--- config.mk ---
export PLATFORM = sky130hd
export DESIGN_NAME = framebuffer
export DESIGN_NICKNAME = d
export VERILOG_FILES = /design/src/fb_pkg.sv /design/src/fb_sync_gen.sv /design/src/fb_line_fifo.sv /design/src/fb_dma_read.sv /design/src/fb_regs.sv /design/src/fb_pixel_out.sv /design/src/framebuffer.sv
export SDC_FILE = /design/constraint.sdc
export NUM_CORES = 1
export LEC_CHECK = 0
export BUFFER_PORTS_ARGS = -buffer_cell sky130_fd_sc_hd__buf_2
export CORE_ASPECT_RATIO = 1.2
export CORE_UTILIZATION = 40
export CTS_CLUSTER_SIZE = 24
export DETAILED_ROUTE_END_ITERATION = 6
export PLACE_DENSITY_LB_ADDON = 0.05
export SYNTH_ARGS = -nofsm -noshare
export SYNTH_HDL_FRONTEND = slang
export SYNTH_SLANG_ARGS = --single-unit
--- constraint.sdc ---
create_clock -name fbclk -period 5.7 [get_ports fbclk]
set_clock_uncertainty 0.2 [all_clocks]
set_input_delay 0 -clock fbclk [delete_from_list [all_inputs] [get_ports fbclk]]
set_output_delay 0 -clock fbclk [all_outputs]
set_load 0.005 [all_outputs]
--- src/fb_pkg.sv ---
package fb_pkg;

	// Reduced test raster, counted in pixel clocks and lines
	localparam int H_ACTIVE = 8;
	localparam int H_FRONT  = 2;
	localparam int H_SYNC   = 2;
	localparam int H_BACK   = 2;
	localparam int H_TOTAL  = H_ACTIVE + H_FRONT + H_SYNC + H_BACK;

	localparam int V_ACTIVE = 4;
	localparam int V_FRONT  = 1;
	localparam int V_SYNC   = 1;
	localparam int V_BACK   = 1;
	localparam int V_TOTAL  = V_ACTIVE + V_FRONT + V_SYNC + V_BACK;

	localparam int CNT_W = 12; // x and y counter width

	// Memory side
	localparam int BEAT_BYTES  = 8;
	localparam int FRAME_BEATS = (H_ACTIVE * V_ACTIVE) / 2; // Two pixels per beat
	localparam int BURST_LEN   = 4;
	localparam int MEM_CREDITS = 4;
	localparam int ADDR_W      = 32;

	// Line FIFO
	localparam int FIFO_DEPTH = 16;
	localparam int FIFO_CNT_W = 5;

	// APB register map
	localparam logic [3:0] REG_CTRL   = 4'h0;
	localparam logic [3:0] REG_BASE   = 4'h4;
	localparam logic [3:0] REG_BORDER = 4'h8;
	localparam logic [3:0] REG_STATUS = 4'hC;

	// Memory pixel layout, red in the top byte
	typedef struct packed {
		logic [7:0] red;
		logic [7:0] green;
		logic [7:0] blue;
		logic [7:0] pad;
	} pixel_t;

	// Screen colour without the pad byte
	typedef struct packed {
		logic [7:0] red;
		logic [7:0] green;
		logic [7:0] blue;
	} rgb_t;

	// One memory word, either raw or as two pixels
	// pix[0] is the low half and goes out first
	typedef union packed {
		logic [63:0] raw;
		pixel_t [1:0] pix;
	} beat_u;

endpackage

--- src/fb_sync_gen.sv ---
`timescale 1ns/1ps

module fb_sync_gen (
	input  logic                     fbclk,
	input  logic                     fbclk_rst_b,
	input  logic                     run,
	output logic [fb_pkg::CNT_W-1:0] x,
	output logic [fb_pkg::CNT_W-1:0] y,
	output logic                     hs,
	output logic                     vs,
	output logic                     active,
	output logic                     frame_pulse
);

	import fb_pkg::*;

	logic line_end;
	logic frame_end;

	assign line_end  = (x == CNT_W'(H_TOTAL - 1));
	assign frame_end = (y == CNT_W'(V_TOTAL - 1));

	// Counters sit at the origin until the first data has arrived
	always_ff @(posedge fbclk or negedge fbclk_rst_b) begin
		if (!fbclk_rst_b) begin
			x <= '0;
			y <= '0;
		end else if (!run) begin
			x <= '0;
			y <= '0;
		end else if (line_end) begin
			x <= '0;
			if (frame_end)
				y <= '0;
			else
				y <= y + 1'b1;
		end else begin
			x <= x + 1'b1;
		end
	end

	// Sync pulses inside the blanking intervals
	assign hs = run && (x >= CNT_W'(H_ACTIVE + H_FRONT)) &&
		(x < CNT_W'(H_ACTIVE + H_FRONT + H_SYNC));
	assign vs = run && (y >= CNT_W'(V_ACTIVE + V_FRONT)) &&
		(y < CNT_W'(V_ACTIVE + V_FRONT + V_SYNC));

	assign active      = run && (x < CNT_W'(H_ACTIVE)) && (y < CNT_W'(V_ACTIVE));
	assign frame_pulse = run && (x == '0) && (y == '0); // First pixel of a frame

	a_hs_in_blank: assert property (@(posedge fbclk) disable iff (!fbclk_rst_b)
		!(hs && active));

endmodule

--- src/fb_line_fifo.sv ---
`timescale 1ns/1ps

module fb_line_fifo (
	input  logic                          fbclk,
	input  logic                          fbclk_rst_b,
	input  logic                          wr_en,
	input  fb_pkg::beat_u                 wr_data,
	input  logic                          pop,
	output fb_pkg::beat_u                 rd_data,
	output logic                          empty,
	output logic [fb_pkg::FIFO_CNT_W-1:0] count
);

	import fb_pkg::*;

	beat_u mem [FIFO_DEPTH];

	logic [$clog2(FIFO_DEPTH)-1:0] wr_ptr;
	logic [$clog2(FIFO_DEPTH)-1:0] rd_ptr;
	logic                          full;

	assign empty = (count == '0);
	assign full  = (count == FIFO_CNT_W'(FIFO_DEPTH));

	// Storage
	always_ff @(posedge fbclk) begin
		if (wr_en)
			mem[wr_ptr] <= wr_data;
	end

	assign rd_data = mem[rd_ptr]; // Show-ahead, valid while not empty

	always_ff @(posedge fbclk or negedge fbclk_rst_b) begin
		if (!fbclk_rst_b) begin
			wr_ptr <= '0;
			rd_ptr <= '0;
			count  <= '0;
		end else begin
			if (wr_en)
				wr_ptr <= wr_ptr + 1'b1; // Wraps at the depth
			if (pop)
				rd_ptr <= rd_ptr + 1'b1;
			case ({wr_en, pop})
				2'b10:   count <= count + 1'b1;
				2'b01:   count <= count - 1'b1;
				default: count <= count;
			endcase
		end
	end

	// The DMA space check and the pixel stage keep these from happening
	a_no_pop_empty: assert property (@(posedge fbclk) disable iff (!fbclk_rst_b)
		pop |-> !empty);
	a_no_write_full: assert property (@(posedge fbclk) disable iff (!fbclk_rst_b)
		wr_en |-> !full);

endmodule

--- src/fb_dma_read.sv ---
`timescale 1ns/1ps

module fb_dma_read (
	input  logic                          fbclk,
	input  logic                          fbclk_rst_b,
	input  logic                          enable,
	input  logic [fb_pkg::ADDR_W-1:0]     base_addr,
	input  logic [fb_pkg::FIFO_CNT_W-1:0] fifo_count,
	output logic                          mem_req_valid,
	output logic [fb_pkg::ADDR_W-1:0]     mem_req_addr,
	output logic [7:0]                    mem_req_len,
	input  logic                          mem_credit,
	input  logic                          mem_rsp_valid,
	input  fb_pkg::beat_u                 mem_rsp_data,
	output logic                          wr_en,
	output fb_pkg::beat_u                 wr_data
);

	import fb_pkg::*;

	logic [$clog2(MEM_CREDITS+1)-1:0] credits;
	logic [FIFO_CNT_W-1:0]            outstanding; // Beats requested, not yet returned
	logic [$clog2(FRAME_BEATS)-1:0]   beat_idx;    // Beat offset in the frame
	logic                             run_en;
	logic [ADDR_W-1:0]                run_base;
	logic [FIFO_CNT_W:0]              need;
	logic                             issue;

	// Worst case fill once this burst and everything in flight has landed
	assign need = {1'b0, fifo_count} + {1'b0, outstanding} +
		(FIFO_CNT_W+1)'(wr_en) + (FIFO_CNT_W+1)'(BURST_LEN);

	assign issue = run_en && (credits != '0) &&
		(need <= (FIFO_CNT_W+1)'(FIFO_DEPTH));

	assign mem_req_len = 8'(BURST_LEN);

	always_ff @(posedge fbclk or negedge fbclk_rst_b) begin
		if (!fbclk_rst_b) begin
			credits       <= ($clog2(MEM_CREDITS+1))'(MEM_CREDITS);
			outstanding   <= '0;
			beat_idx      <= '0;
			run_en        <= 1'b0;
			run_base      <= '0;
			mem_req_valid <= 1'b0;
			wr_en         <= 1'b0;
		end else begin
			mem_req_valid <= issue;
			wr_en         <= mem_rsp_valid;

			case ({issue, mem_credit})
				2'b10:   credits <= credits - 1'b1;
				2'b01:   credits <= credits + 1'b1;
				default: credits <= credits;
			endcase

			outstanding <= outstanding + (issue ? FIFO_CNT_W'(BURST_LEN) : '0) -
				FIFO_CNT_W'(mem_rsp_valid);

			if (issue) begin
				if (beat_idx == ($clog2(FRAME_BEATS))'(FRAME_BEATS - BURST_LEN))
					beat_idx <= '0; // Back to the base
				else
					beat_idx <= beat_idx + ($clog2(FRAME_BEATS))'(BURST_LEN);
			end

			// New base and enable only take effect between frames
			if (beat_idx == '0 && !issue) begin
				run_en   <= enable;
				run_base <= base_addr;
			end
		end
	end

	always_ff @(posedge fbclk) begin
		if (issue)
			mem_req_addr <= run_base + ADDR_W'(beat_idx) * ADDR_W'(BEAT_BYTES);
		wr_data <= mem_rsp_data;
	end

	a_credit_bound: assert property (@(posedge fbclk) disable iff (!fbclk_rst_b)
		credits <= ($clog2(MEM_CREDITS+1))'(MEM_CREDITS));

endmodule

--- src/fb_regs.sv ---
`timescale 1ns/1ps

module fb_regs (
	input  logic                      fbclk,
	input  logic                      fbclk_rst_b,
	input  logic                      psel,
	input  logic                      penable,
	input  logic                      pwrite,
	input  logic [3:0]                paddr,
	input  logic [31:0]               pwdata,
	output logic [31:0]               prdata,
	output logic                      pready,
	output logic                      pslverr,
	input  logic                      underflow_pulse,
	input  logic                      frame_pulse,
	output logic                      enable,
	output logic [fb_pkg::ADDR_W-1:0] base_addr,
	output fb_pkg::rgb_t              border
);

	import fb_pkg::*;

	logic       access;
	logic       mapped;
	logic       underflow; // Sticky, write 1 to clear
	logic [7:0] frame_cnt;

	assign access  = psel && penable;
	assign pready  = 1'b1; // No wait states
	assign pslverr = access && !mapped;

	always_comb begin
		mapped = 1'b1;
		prdata = '0;
		case (paddr)
			REG_CTRL:   prdata = {31'b0, enable};
			REG_BASE:   prdata = base_addr;
			REG_BORDER: prdata = {8'b0, border};
			REG_STATUS: prdata = {16'b0, frame_cnt, 7'b0, underflow};
			default:    mapped = 1'b0;
		endcase
	end

	always_ff @(posedge fbclk or negedge fbclk_rst_b) begin
		if (!fbclk_rst_b) begin
			enable    <= 1'b0;
			base_addr <= '0;
			border    <= '0;
			underflow <= 1'b0;
			frame_cnt <= '0;
		end else begin
			if (access && pwrite) begin
				case (paddr)
					REG_CTRL:   enable    <= pwdata[0];
					REG_BASE:   base_addr <= pwdata;
					REG_BORDER: border    <= pwdata[23:0];
					default:    ;
				endcase
			end
			if (underflow_pulse)
				underflow <= 1'b1; // Set wins over a clear in the same cycle
			else if (access && pwrite && paddr == REG_STATUS && pwdata[0])
				underflow <= 1'b0;
			if (frame_pulse)
				frame_cnt <= frame_cnt + 1'b1; // Wraps at 8 bits
		end
	end

	a_apb_setup: assert property (@(posedge fbclk) disable iff (!fbclk_rst_b)
		penable |-> psel);

endmodule

--- src/fb_pixel_out.sv ---
`timescale 1ns/1ps

module fb_pixel_out (
	input  logic                     fbclk,
	input  logic                     fbclk_rst_b,
	input  logic                     enable,
	input  logic                     fifo_empty,
	input  fb_pkg::beat_u            rd_data,
	input  logic [fb_pkg::CNT_W-1:0] x,
	input  logic                     hs_in,
	input  logic                     vs_in,
	input  logic                     active,
	input  fb_pkg::rgb_t             border,
	output logic                     run,
	output logic                     pop,
	output logic                     underflow_pulse,
	output fb_pkg::rgb_t             pix,
	output logic                     de,
	output logic                     hs,
	output logic                     vs
);

	import fb_pkg::*;

	logic   second;      // Odd x, high half of the word
	logic   starved_q;   // First pixel of this word found no data
	logic   show_border;
	pixel_t half;
	rgb_t   pix_d;

	assign second = x[0];
	assign half   = rd_data.pix[second];

	// Border in blanking and for the rest of a starved word
	assign show_border = !active || fifo_empty || (second && starved_q);

	assign pop = active && second && !fifo_empty && !starved_q; // Word done

	always_comb begin
		if (show_border)
			pix_d = border;
		else
			pix_d = '{red: half.red, green: half.green, blue: half.blue};
	end

	always_ff @(posedge fbclk or negedge fbclk_rst_b) begin
		if (!fbclk_rst_b) begin
			run             <= 1'b0;
			starved_q       <= 1'b0;
			underflow_pulse <= 1'b0;
			de              <= 1'b0;
			hs              <= 1'b0;
			vs              <= 1'b0;
		end else begin
			run             <= run || (enable && !fifo_empty); // Latches on
			starved_q       <= active && !second && fifo_empty;
			underflow_pulse <= active && fifo_empty && !(second && starved_q);
			de              <= active;
			hs              <= hs_in;
			vs              <= vs_in;
		end
	end

	always_ff @(posedge fbclk) begin
		pix <= pix_d;
	end

endmodule

--- src/framebuffer.sv ---
`timescale 1ns/1ps

module framebuffer (
	input  logic                      fbclk,
	input  logic                      fbclk_rst_b,
	// APB
	input  logic                      psel,
	input  logic                      penable,
	input  logic                      pwrite,
	input  logic [3:0]                paddr,
	input  logic [31:0]               pwdata,
	output logic [31:0]               prdata,
	output logic                      pready,
	output logic                      pslverr,
	// Memory read port
	output logic                      mem_req_valid,
	output logic [fb_pkg::ADDR_W-1:0] mem_req_addr,
	output logic [7:0]                mem_req_len,
	input  logic                      mem_credit,
	input  logic                      mem_rsp_valid,
	input  fb_pkg::beat_u             mem_rsp_data,
	// Pixel output
	output fb_pkg::rgb_t              pix,
	output logic                      de,
	output logic                      hs,
	output logic                      vs
);

	import fb_pkg::*;

	logic                  enable;
	logic [ADDR_W-1:0]     base_addr;
	rgb_t                  border;
	logic                  wr_en;
	beat_u                 wr_data;
	beat_u                 rd_data;
	logic                  pop;
	logic                  fifo_empty;
	logic [FIFO_CNT_W-1:0] fifo_count;
	logic                  run;
	logic [CNT_W-1:0]      x;
	logic                  sg_hs;
	logic                  sg_vs;
	logic                  active;
	logic                  frame_pulse;
	logic                  underflow_pulse;

	fb_regs regs_i (.fbclk, .fbclk_rst_b, .psel, .penable, .pwrite, .paddr, .pwdata,
		.prdata, .pready, .pslverr, .underflow_pulse, .frame_pulse, .enable,
		.base_addr, .border);

	fb_dma_read dma_i (.fbclk, .fbclk_rst_b, .enable, .base_addr,
		.fifo_count, .mem_req_valid, .mem_req_addr, .mem_req_len, .mem_credit,
		.mem_rsp_valid, .mem_rsp_data, .wr_en, .wr_data);

	fb_line_fifo fifo_i (.fbclk, .fbclk_rst_b, .wr_en, .wr_data, .pop, .rd_data,
		.empty(fifo_empty), .count(fifo_count));

	// Line count is decoded inside the sync generator only
	fb_sync_gen sync_i (.fbclk, .fbclk_rst_b, .run, .x, .y(), .hs(sg_hs), .vs(sg_vs),
		.active, .frame_pulse);

	fb_pixel_out pix_i (.fbclk, .fbclk_rst_b, .enable, .fifo_empty, .rd_data, .x,
		.hs_in(sg_hs), .vs_in(sg_vs), .active, .border, .run, .pop,
		.underflow_pulse, .pix, .de, .hs, .vs);

endmodule

==> metrics, run 1 <==
sequential share of the synthesized area 74.08%; clock root buffer clkbuf_16; Detailed Place HPWL roughly 57000 µm; antenna violations before repair 1; RSZ-0062 raised after global routing false; Buffers & Inverters on Critical Path 1; gpl congestion about 0.77; routed vias 20.52k; port buffer count between 150 and 200; grt total ovfl 0; clock buffer count from CTS around 110; Internal around 16 mW; Syn Area/Cell about 19 µm²; Warnings, synthesis 0; relative slew slack 19.81%; final hold viol count 0; DR WL/cell ~26 µm; Worst Hold End dma_i.credits[0]; hold_sp mem_credit; Place WS 1631 ps; CTS tree done; Max clock buf depth 3; Main synth FF type edfxtp_1; Core Region between 0.09 and 0.1 mm²; Placed Cells 3491; vias in the first global route around 22k; Comb power frac 27.5%; max_cap viols 0; post-route insts no fill 3871; via/cell ratio 5.300; die height 346.6 µm; initial drt markers between 1k and 1.5k; H-tree depth 3; r2r endpoint fifo_i.count[4]; sequential power share a little over two fifths; FF-to-FF path depth 12; sw frac a little under a third; Total Wirelength approximately 100000 µm; Lkg Pwr roughly 17 nW; Top Ports 209; Slowest cell on crit path or4_4; Critical Path End Type register; final worst-path cycle share between 70% and 80%; TritonCTS Sinks just over 1k; row count 126; Area contributors post-synth edfxtp_1, mux4_2, dfrtp_1, dfxtp_1, mux2_2; reg-to-reg startpoint sync_i.x[6]; antenna viol nets, final 0; Post-Syn Area 0.03958 mm²; cells after synthesis around 2.1k; pwr/cell area between 400 and 500 mW/mm²; worst slew pin tran 1190 ps; clk slew on worst S/H paths around 60 ps; Clock power frac 29.8%; P_sw 7.237 mW; final setup vio count 0; drt pass-1 iters 5; Max Slew Vio Count 0; Max IR drop VDD 361.7 µV; Final Critical Period 4104 ps; Critical Path RT 6040 ps; critical-path cell list or4_4, or3_4, nor4_4, nand4b_1, inv_1, ha_1, ha_1, a21o_1, a21oi_1, xor2_1, nor2_1, xor2_1; CP Max Fanout 6; flop2flop setup slack approximately 1600 ps; share of layout cells above drive strength 1 roughly 28%; worst setup path class register to register; Finished Core Util around half; Die ar. around 0.1 mm²; crit-path leading delay family simple AND/OR/NAND/NOR gates; latest clock arrival within the worst-skew pair ~670 ps; most instantiated library cell after synthesis edfxtp_1; status complete, no violations; layout net count around 2.6k; Synth async-reset ratio between 10% and 20%; worst min path class primary input to register; number of synthesized flops with an enable pin 800; fmax between 200 and 250 MHz; die width just under 300 µm; Hold Crit Depth 4; Crit path arrival time 4450 ps; largest net degree at the start of global routing between 80 and 90; first-pass GRT wire length roughly 150000 µm; FF+latch count, synth approximately 1.0k; Yosys top cell by area edfxtp_1; post-synth top area share around three fifths; Commonest cells post-synth edfxtp_1, mux4_2, dfrtp_1; Post CTS Setup Buffer Count 0; Area Growth Syn to Fin 19.81%; setup ws final about 1600 ps; WHS between 60 and 70 ps; DR DRC count 0; crit start category register; CP max stage delay around 580 ps; Overall Global Routing Usage between 20% and 30%; Yosys cell types 53; initial core utilization between 40% and 50%; setup TNS 0 ps
## cells by family after synthesis
group	count (synthesis)	share of synthesized area, %
AOI/OAI and AO/OA	218	3.465
xor gates and xnor gates	64	1.416
adders and majority gates	40	1.359
buffers and inverters	154	1.625
DFF	1026	74.08
muxes	321	14.54
other	2	0.01898
and+or+nand+nor	266	3.490
## worst register-to-register path: stages (launching register included)
cell      delay (ps)
dfrtp_1          440
or4_4            580
or3_4            410
nor4_4           290
nand4b_1         500
inv_1            180
ha_1             310
ha_1             320
a21o_1           190
a21oi_1          180
xor2_1           170
nor2_1            60
xor2_1           140
## per-layer routing
metal | routed length, µm | GRT usage (%) | share of wire [%]
met1 | 42870 | 26.46 | 43
met2 | 50050 | 34.65 | 50
met3 | 4280 | 3.123 | 4.3
met4 | 2761 | 6.273 | 2.8
met5 | 13 | 0 | 0.013
## cell usage in the layout, fill, tap and decap left out, types with 15 or more instances in the layout
cell type | Yosys | routed
o21ai_0 | 52 | 52
edfxtp_1 | 800 | 800
nand3_1 | 35 | 34
xor2_1 | 24 | 24
dfrtp_1 | 153 | 148
nor2b_1 | 30 | 26
inv_1 | 40 | 40
a211oi_1 | 24 | 24
ha_1 | 35 | 35
clkbuf_1 | 72 | 35
a22oi_1 | 71 | 71
mux2_2 | 102 | 102
dlygate4sd3_1 | 0 | 175
mux4_2 | 193 | 193
xnor2_1 | 40 | 40
a21oi_1 | 56 | 56
clkbuf_16 | 0 | 110
clkinv_2 | 0 | 15
buf_2 | 19 | 182
nor2_1 | 55 | 51
dfxtp_1 | 72 | 72
buf_4 | 9 | 39
mux2i_1 | 26 | 26
nand2_1 | 60 | 60
## state kept, by name, indices dropped and copies added, names as in the netlist, 12 cells and up
signal and cells:
dma_i.mem_req_addr 32, sync_i.x 12, dma_i.run_base 32, pix_i.pix 24, regs_i.base_addr 32, dma_i.wr_data 48
fifo_i.mem 768, regs_i.border 24, sync_i.y 12
## cell type report
cell class                 count  area (µm²)
fill                        8361       50800
sequential                  1026       29330
multi-input combinational    918        9727
timing repair buffer         403        3094
clock buffer                 158        3063
tap                         1280        1602
clock inverter                45       445.4
inverter                      40       150.1
antenna                        1       2.502
## timing repair
item	in CTS	in global routing
hold endpoints to repair	195	0
hold buffers	176	0
resized for setup	0	0
## power by group through the flow
| stage | Combinational [mW] | Clock (mW) | Sequential (mW) |
|---|---|---|---|
| floorplan | 4.34 | 0 | 9.72 |
| global placement | 6.42 | 0 | 10.1 |
| detailed placement | 6.47 | 0 | 10.1 |
| CTS | 6.58 | 7.10 | 9.99 |
| global route | 6.99 | 7.39 | 10.1 |
| finish | 6.40 | 6.93 | 9.96 |
## worst max path at each step
stage | start | slack [ps] | end | cells past startpoint
after floorplan | fifo_i.wr_ptr[0] | 990 | fifo_i.mem[10][10] | 4
final | sync_i.x[6] | 1600 | fifo_i.count[4] | 12
after CTS | sync_i.x[6] | 1610 | fifo_i.count[4] | 12
after global routing | dma_i.wr_en | 1390 | dma_i.credits[2] | 16
after global placement | sync_i.x[6] | 1640 | fifo_i.count[4] | 12
after detailed placement | sync_i.x[6] | 1630 | fifo_i.count[4] | 12
## metrics by stage
| stage | instance area, µm² | total power, mW |
|---|---|---|
| finish | 47420 | 23.28 |
| global route | 47410 | 24.47 |
| CTS | 47410 | 23.67 |
| detailed placement | 42130 | 16.61 |
| global placement | 42130 | 16.51 |
| floorplan | 39600 | 14.06 |
(Power assumes the default switching activity.)
==> inputs of run 2 (changes only) <==
==> constraint.sdc (replaced) <==
create_clock -name fbclk -period 3.9 [get_ports fbclk]
set_clock_uncertainty 0.2 [all_clocks]
set_input_delay 0 -clock fbclk [delete_from_list [all_inputs] [get_ports fbclk]]
set_output_delay 0 -clock fbclk [all_outputs]
set_load 0.005 [all_outputs]
==> run 2 against run 1 <==
  * Count of clock-buffer cells in the layout is the same
  * Maximum frequency grew 12%
  * Routed wire length grew 3.4%
  * Die area did not move
  * Cell count is 0.80% higher
  * Global-route usage grew 0.62 points
  * Worst setup slack lost 1400 ps
  * Utilization grew 0.55 points
  * First-iteration DRC count shrank 2.9%
  * Combinational power rose by 58%
  * Critical path depth grew 4
  * Sequential share of layout area decreased by 0.70 points
  * Critical endpoint is now dma_i.outstanding[4]
  * Highest routed layer unchanged
==> metrics, run 2 (synthesis results as in run 1) <==
status complete, no violations; die width 289.1 µm; RSZ-0062 raised after global routing false; max FFs per register roughly 770; clk slew on worst S/H paths about 60 ps; DR top layer met5; share of layout cells above drive strength 1 about 29%; final instance area ~0.048 mm²; hold_sp pwdata[0]; fmax around 270 MHz; initial drt markers 1189; Detailed Place HPWL between 50000 and 60000 µm; final setup vio count 0; met3 wire length ~4500 µm; final worst-path cycle share a little over nine tenths; pwr/cell area 720.8 mW/mm²; clock root buffer clkbuf_16; die height roughly 350 µm; grt total ovfl 0; relative slew slack approximately 39%; Total Wirelength slightly above 100000 µm; Final Critical Period between 3000 and 4000 ps; crit start category register; largest registers fifo_i.mem (768), dma_i.wr_data (48); initial core utilization between 40% and 50%; latest clock arrival within the worst-skew pair 660 ps; met1 wire length 44310 µm; worst slew pin tran between 900 and 1000 ps; Area Growth Syn to Fin 21.18%; largest net degree at the start of global routing around 80; Top Ports ~210; met2 WL between 50000 and 60000 µm; register with the most flip-flops fifo_i.mem; Lkg Pwr roughly 17 nW; Die ar. ~0.10 mm²; antenna viol nets, final 0; Post-DP Area 0.04273 mm²; Crit path arrival time 4040 ps; vias in the first global route around 22k; antenna violations before repair 2; most common cell after layout, fill and taps aside edfxtp_1; max_cap viols 0; reg-to-reg startpoint dma_i.wr_en; Max Slew Vio Count 0; final hold viol count 0; worst setup path class register to register; first-pass GRT wire length 150700 µm; H-tree depth 3; CTS tree done; drt pass-1 iters 5; worst min path class primary input to register; Max IR drop VDD roughly 370 µV; Overall Global Routing Usage roughly a fifth; clock buffer count from CTS roughly 110; setup ws final between 200 and 250 ps; gpl congestion 0.7622; DR DRC count 0; DR WL/cell about 26 µm; Max clock buf depth 3; Critical Path Start dma_i.wr_en; layout net count around 2.7k; CP Max Fanout 4; Critical Path RT approximately 4300 ps; Place WS roughly 180 ps; commonest non-fill, non-tap cells in the layout edfxtp_1, mux4_2, buf_2, dlygate4sd3_1, dfrtp_1; TritonCTS Sinks 1026; port buffer count between 150 and 200; routed vias between 20k and 25k; Core Region 0.09822 mm²; via/cell ratio between 5 and 6; row count between 100 and 150; Critical Path End Type register
==> run 2: cell count changes in the layout (fill, tap and decap cells not counted), moves of 2 or more <==
| cell | previous run | this run |
|---|---|---|
| buf_12 | 5 | 33 |
| buf_4 | 39 | 47 |
| dlygate4sd3_1 | 175 | 173 |
| clkinv_1 | 14 | 10 |
| inv_6 | 4 | 0 |
| clkbuf_8 | 13 | 11 |
| clkinv_2 | 15 | 17 |
| clkinv_4 | 0 | 3 |
| clkbuf_1 | 35 | 37 |
==> run 2: final cells by class <==
class / count / area (µm²)
Tap cell: 1280 / 1602
Clock buffer: 158 / 3043
Timing Repair Buffer: 437 / 3695
Antenna cell: 2 / 5.005
Fill cell: 8295 / 50260
Sequential cell: 1026 / 29330
Multi-Input combinational cell: 918 / 9736
Inverter: 40 / 150.1
Clock inverter: 41 / 396.6
==> run 2: critical path: stages (launching register included) <==
cell	delay [ps]
dfrtp_1	370
inv_2	80
fa_1	380
inv_1	60
ha_1	160
inv_1	60
fa_2	520
and3b_1	170
a21boi_0	90
mux2i_1	140
o211ai_1	190
ha_1	340
inv_1	100
ha_1	240
a21o_1	180
a21oi_1	170
xnor2_1	140
==> run 2: report_power, final <==
group	internal (mW)	switching, mW
Sequential	13.4	1.06
Clock	5.85	4.17
Combinational	4.53	5.55
Total	23.8	10.8
==> run 2: metal layers <==
layer  vias up  GRT usage, %
li1       9144             -
met1     11100         27.66
met2       494         36.18
met3       110         3.373
met4         2         4.275
met5         -             0
==> run 2: path summary, 6_finish.rpt <==
kind | end | slack [ps] | cells past startpoint
worst max-delay path | dma_i.outstanding[4] | 240 | 16
worst min-delay path | regs_i.underflow | 70 | 5
worst max register to register | dma_i.outstanding[4] | 240 | 16
worst min register to register | regs_i.underflow | 240 | 1
max in group asynchronous | dma_i.run_base[27] | 2790 | 4
min in group asynchronous | dma_i.credits[2] | 250 | 3
==> run 2: through the flow <==
stage / power, mW / setup TNS (ps) / hold slack [ps] / std cells / utilization [%]
finish: 34.57 / 0 / 71.62 / 3902 / 48.83
global route: 36.22 / 0 / 95.23 / 3901 / 48.83
CTS: 35.04 / 0 / 39.70 / 3898 / 48.80
detailed placement: 24.85 / 0 / -96.43 / 3525 / 43.51
global placement: 24.69 / 0 / -97.91 / 3525 / 43.51
floorplan: 20.54 / -77640 / -495.6 / 2098 / -
==> run 2: repair_timing <==
| item | 4_1_cts | 5_1_grt |
|---|---|---|
| gates resized for setup | 0 | 3 |
| hold buffers | 174 | 0 |
| endpoints found under the setup margin | 0 | 3 |
| setup buffers | 0 | 2 |
| hold endpoints to repair | 268 | 0 |
==> inputs of run 3 (changes only) <==
==> constraint.sdc (replaced) <==
create_clock -name fbclk -period 3.65 [get_ports fbclk]
set_clock_uncertainty 0.2 [all_clocks]
set_input_delay 0 -clock fbclk [delete_from_list [all_inputs] [get_ports fbclk]]
set_output_delay 0 -clock fbclk [all_outputs]
set_load 0.005 [all_outputs]
==> run 3 against run 2 <==
  * Hold slack got worse by 9.7 ps
  * Clock power increased by 6%
  * Flip-flop and latch count unchanged
  * Critical path depth decreased by 1
  * Critical endpoint is now dma_i.run_base[27]
  * Largest cell class unchanged
==> metrics, run 3 (synthesis results as in run 1) <==
status complete, no violations; share of layout cells above drive strength 1 roughly 30%; fmax approximately 290 MHz; max FFs per register between 700 and 800; setup ws final around 170 ps; FF-to-FF path depth 15; register with the most flip-flops fifo_i.mem; grt total ovfl 0; CTS tree done; TritonCTS Sinks 1026; die width slightly below 300 µm; commonest non-fill, non-tap cells in the layout edfxtp_1, mux4_2, buf_2, dlygate4sd3_1, dfrtp_1; Max clock buf depth 3; via/cell ratio roughly 5.3; r2r endpoint dma_i.run_base[27]; Lkg Pwr 17.14 nW; hold_sp mem_credit; row count ~130; CP Max Fanout 33; clock root buffer clkbuf_16; Die ar. roughly 0.10 mm²; Area Growth Syn to Fin 21.53%; DR DRC count 0; Top Ports roughly 210; port buffer count 183; Critical Path RT approximately 4000 ps; vias in the first global route between 20k and 25k; Post-DP Area around 0.043 mm²; Worst Hold End dma_i.credits[0]; worst slew pin tran roughly 900 ps; Detailed Place HPWL around 58000 µm; worst min path class primary input to register; Max IR drop VDD roughly 400 µV; clk slew on worst S/H paths 60 ps; most common cell after layout, fill and taps aside edfxtp_1; final worst-path cycle share approximately 95%; Critical Path End Type register; max_cap viols 0; die height roughly 350 µm; relative slew slack between 40% and 50%; Total Wirelength 99990 µm; initial core utilization between 40% and 50%; latest clock arrival within the worst-skew pair 690 ps; Final Critical Period 3475 ps; first-pass GRT wire length about 150000 µm; CP max stage delay just over 500 ps; layout net count roughly 2.7k; crit start category register; worst setup path class register to register; critical-path cell list inv_1, fa_2, inv_2, ha_4, inv_1, fa_2, and3b_1, a21boi_1, mux2i_1, o211ai_1, buf_4, buf_4, nand2_1, buf_12, mux2_2; final setup vio count 0; final instance area about 0.048 mm²; Crit path arrival time 3820 ps; DR WL/cell ~25 µm; Hold Crit Depth 4; drt pass-1 iters 5; antenna violations before repair 3; pwr/cell area 768.7 mW/mm²; Place WS 75.73 ps; flop2flop setup slack 170 ps; Overall Global Routing Usage roughly 20%; H-tree depth 3; gpl congestion approximately 0.77; initial drt markers 1186; largest net degree at the start of global routing between 80 and 90; antenna viol nets, final 0; Max Slew Vio Count 0; final hold viol count 0; largest registers fifo_i.mem (768), dma_i.wr_data (48); WHS ~62 ps; reg-to-reg startpoint dma_i.wr_en; clock buffer count from CTS roughly 110; Critical Path Start dma_i.wr_en; routed vias 20.73k; Slowest cell on crit path fa_2; Core Region between 0.09 and 0.1 mm²
## run 3: cell types whose count changed in the layout (fill, tap and decap cells not counted), moves of 2 or more
| cell | delta |
|---|---|
| buf_12 | -4 |
| buf_4 | +29 |
| clkbuf_1 | -15 |
| clkbuf_16 | -3 |
| clkbuf_8 | -3 |
| clkinv_1 | +6 |
| clkinv_2 | +11 |
| clkinv_4 | -3 |
| clkinvlp_4 | +4 |
| ha_1 | -2 |
| inv_1 | -2 |
| inv_2 | +2 |
| inv_6 | +6 |
## run 3: cell type report
class | instances | area [µm²]
Timing Repair Buffer | 461 | 3822
Clock inverter | 65 | 558.0
Antenna cell | 3 | 7.507
Fill cell | 8185 | 50120
Sequential cell | 1026 | 29330
Clock buffer | 137 | 2870
Tap cell | 1280 | 1602
Multi-Input combinational cell | 918 | 9754
Inverter | 40 | 150.1
## run 3: critical path, delay by kind of cell, from the launching register on
kind / cells / cell delay [ps]
flops: 1 / 340
simple gates: 2 / 280
buf+inv: 6 / 710
mux: 2 / 520
compound gates: 2 / 260
fa+ha+maj: 3 / 980
## run 3: worst max path at each step
stage / depth (start not counted) / endpoint / slack, ps
2_1_floorplan: 4 / fifo_i.mem[10][10] / -1050
3_3_place_gp: 16 / dma_i.outstanding[4] / 90
3_5_place_dp: 16 / dma_i.credits[2] / 80
4_1_cts: 16 / dma_i.outstanding[4] / 40
5_1_grt: 16 / dma_i.outstanding[4] / -20
6_report: 15 / dma_i.run_base[27] / 170
## run 3: report_power, final
group          switching [mW]  internal [mW]
registers                1.08           14.3
logic                    5.91           5.00
clock network            4.52           6.13
## run 3: timing repair
item,4_1_cts,5_1_grt
hold buffers,173,0
gates resized for setup,0,11
hold endpoints to repair,267,0
buffers inserted,0,3
setup endpoints to repair,0,5
## run 3: metrics by stage
stage / TNS [ps] / utilization [%] / cells / total power, mW
3_3_place_gp: 0 / 43.64 / 3549 / 26.48
2_1_floorplan: -100900 / - / 2098 / 21.95
5_1_grt: -22.21 / 48.97 / 3928 / 38.85
3_5_place_dp: 0 / 43.64 / 3549 / 26.61
4_1_cts: 0 / 48.91 / 3924 / 37.52
6_report: 0 / 48.97 / 3930 / 36.97
## run 3: layer usage
metal  global-route usage [%]  wire length (µm)  vias to the layer above
met4                    6.079              2390                        0
met2                    35.13             51250                      470
li1                         -                 -                     9203
met5                        0                 0                        -
met3                    2.852              4070                      109
met1                    26.40             42270                    10940
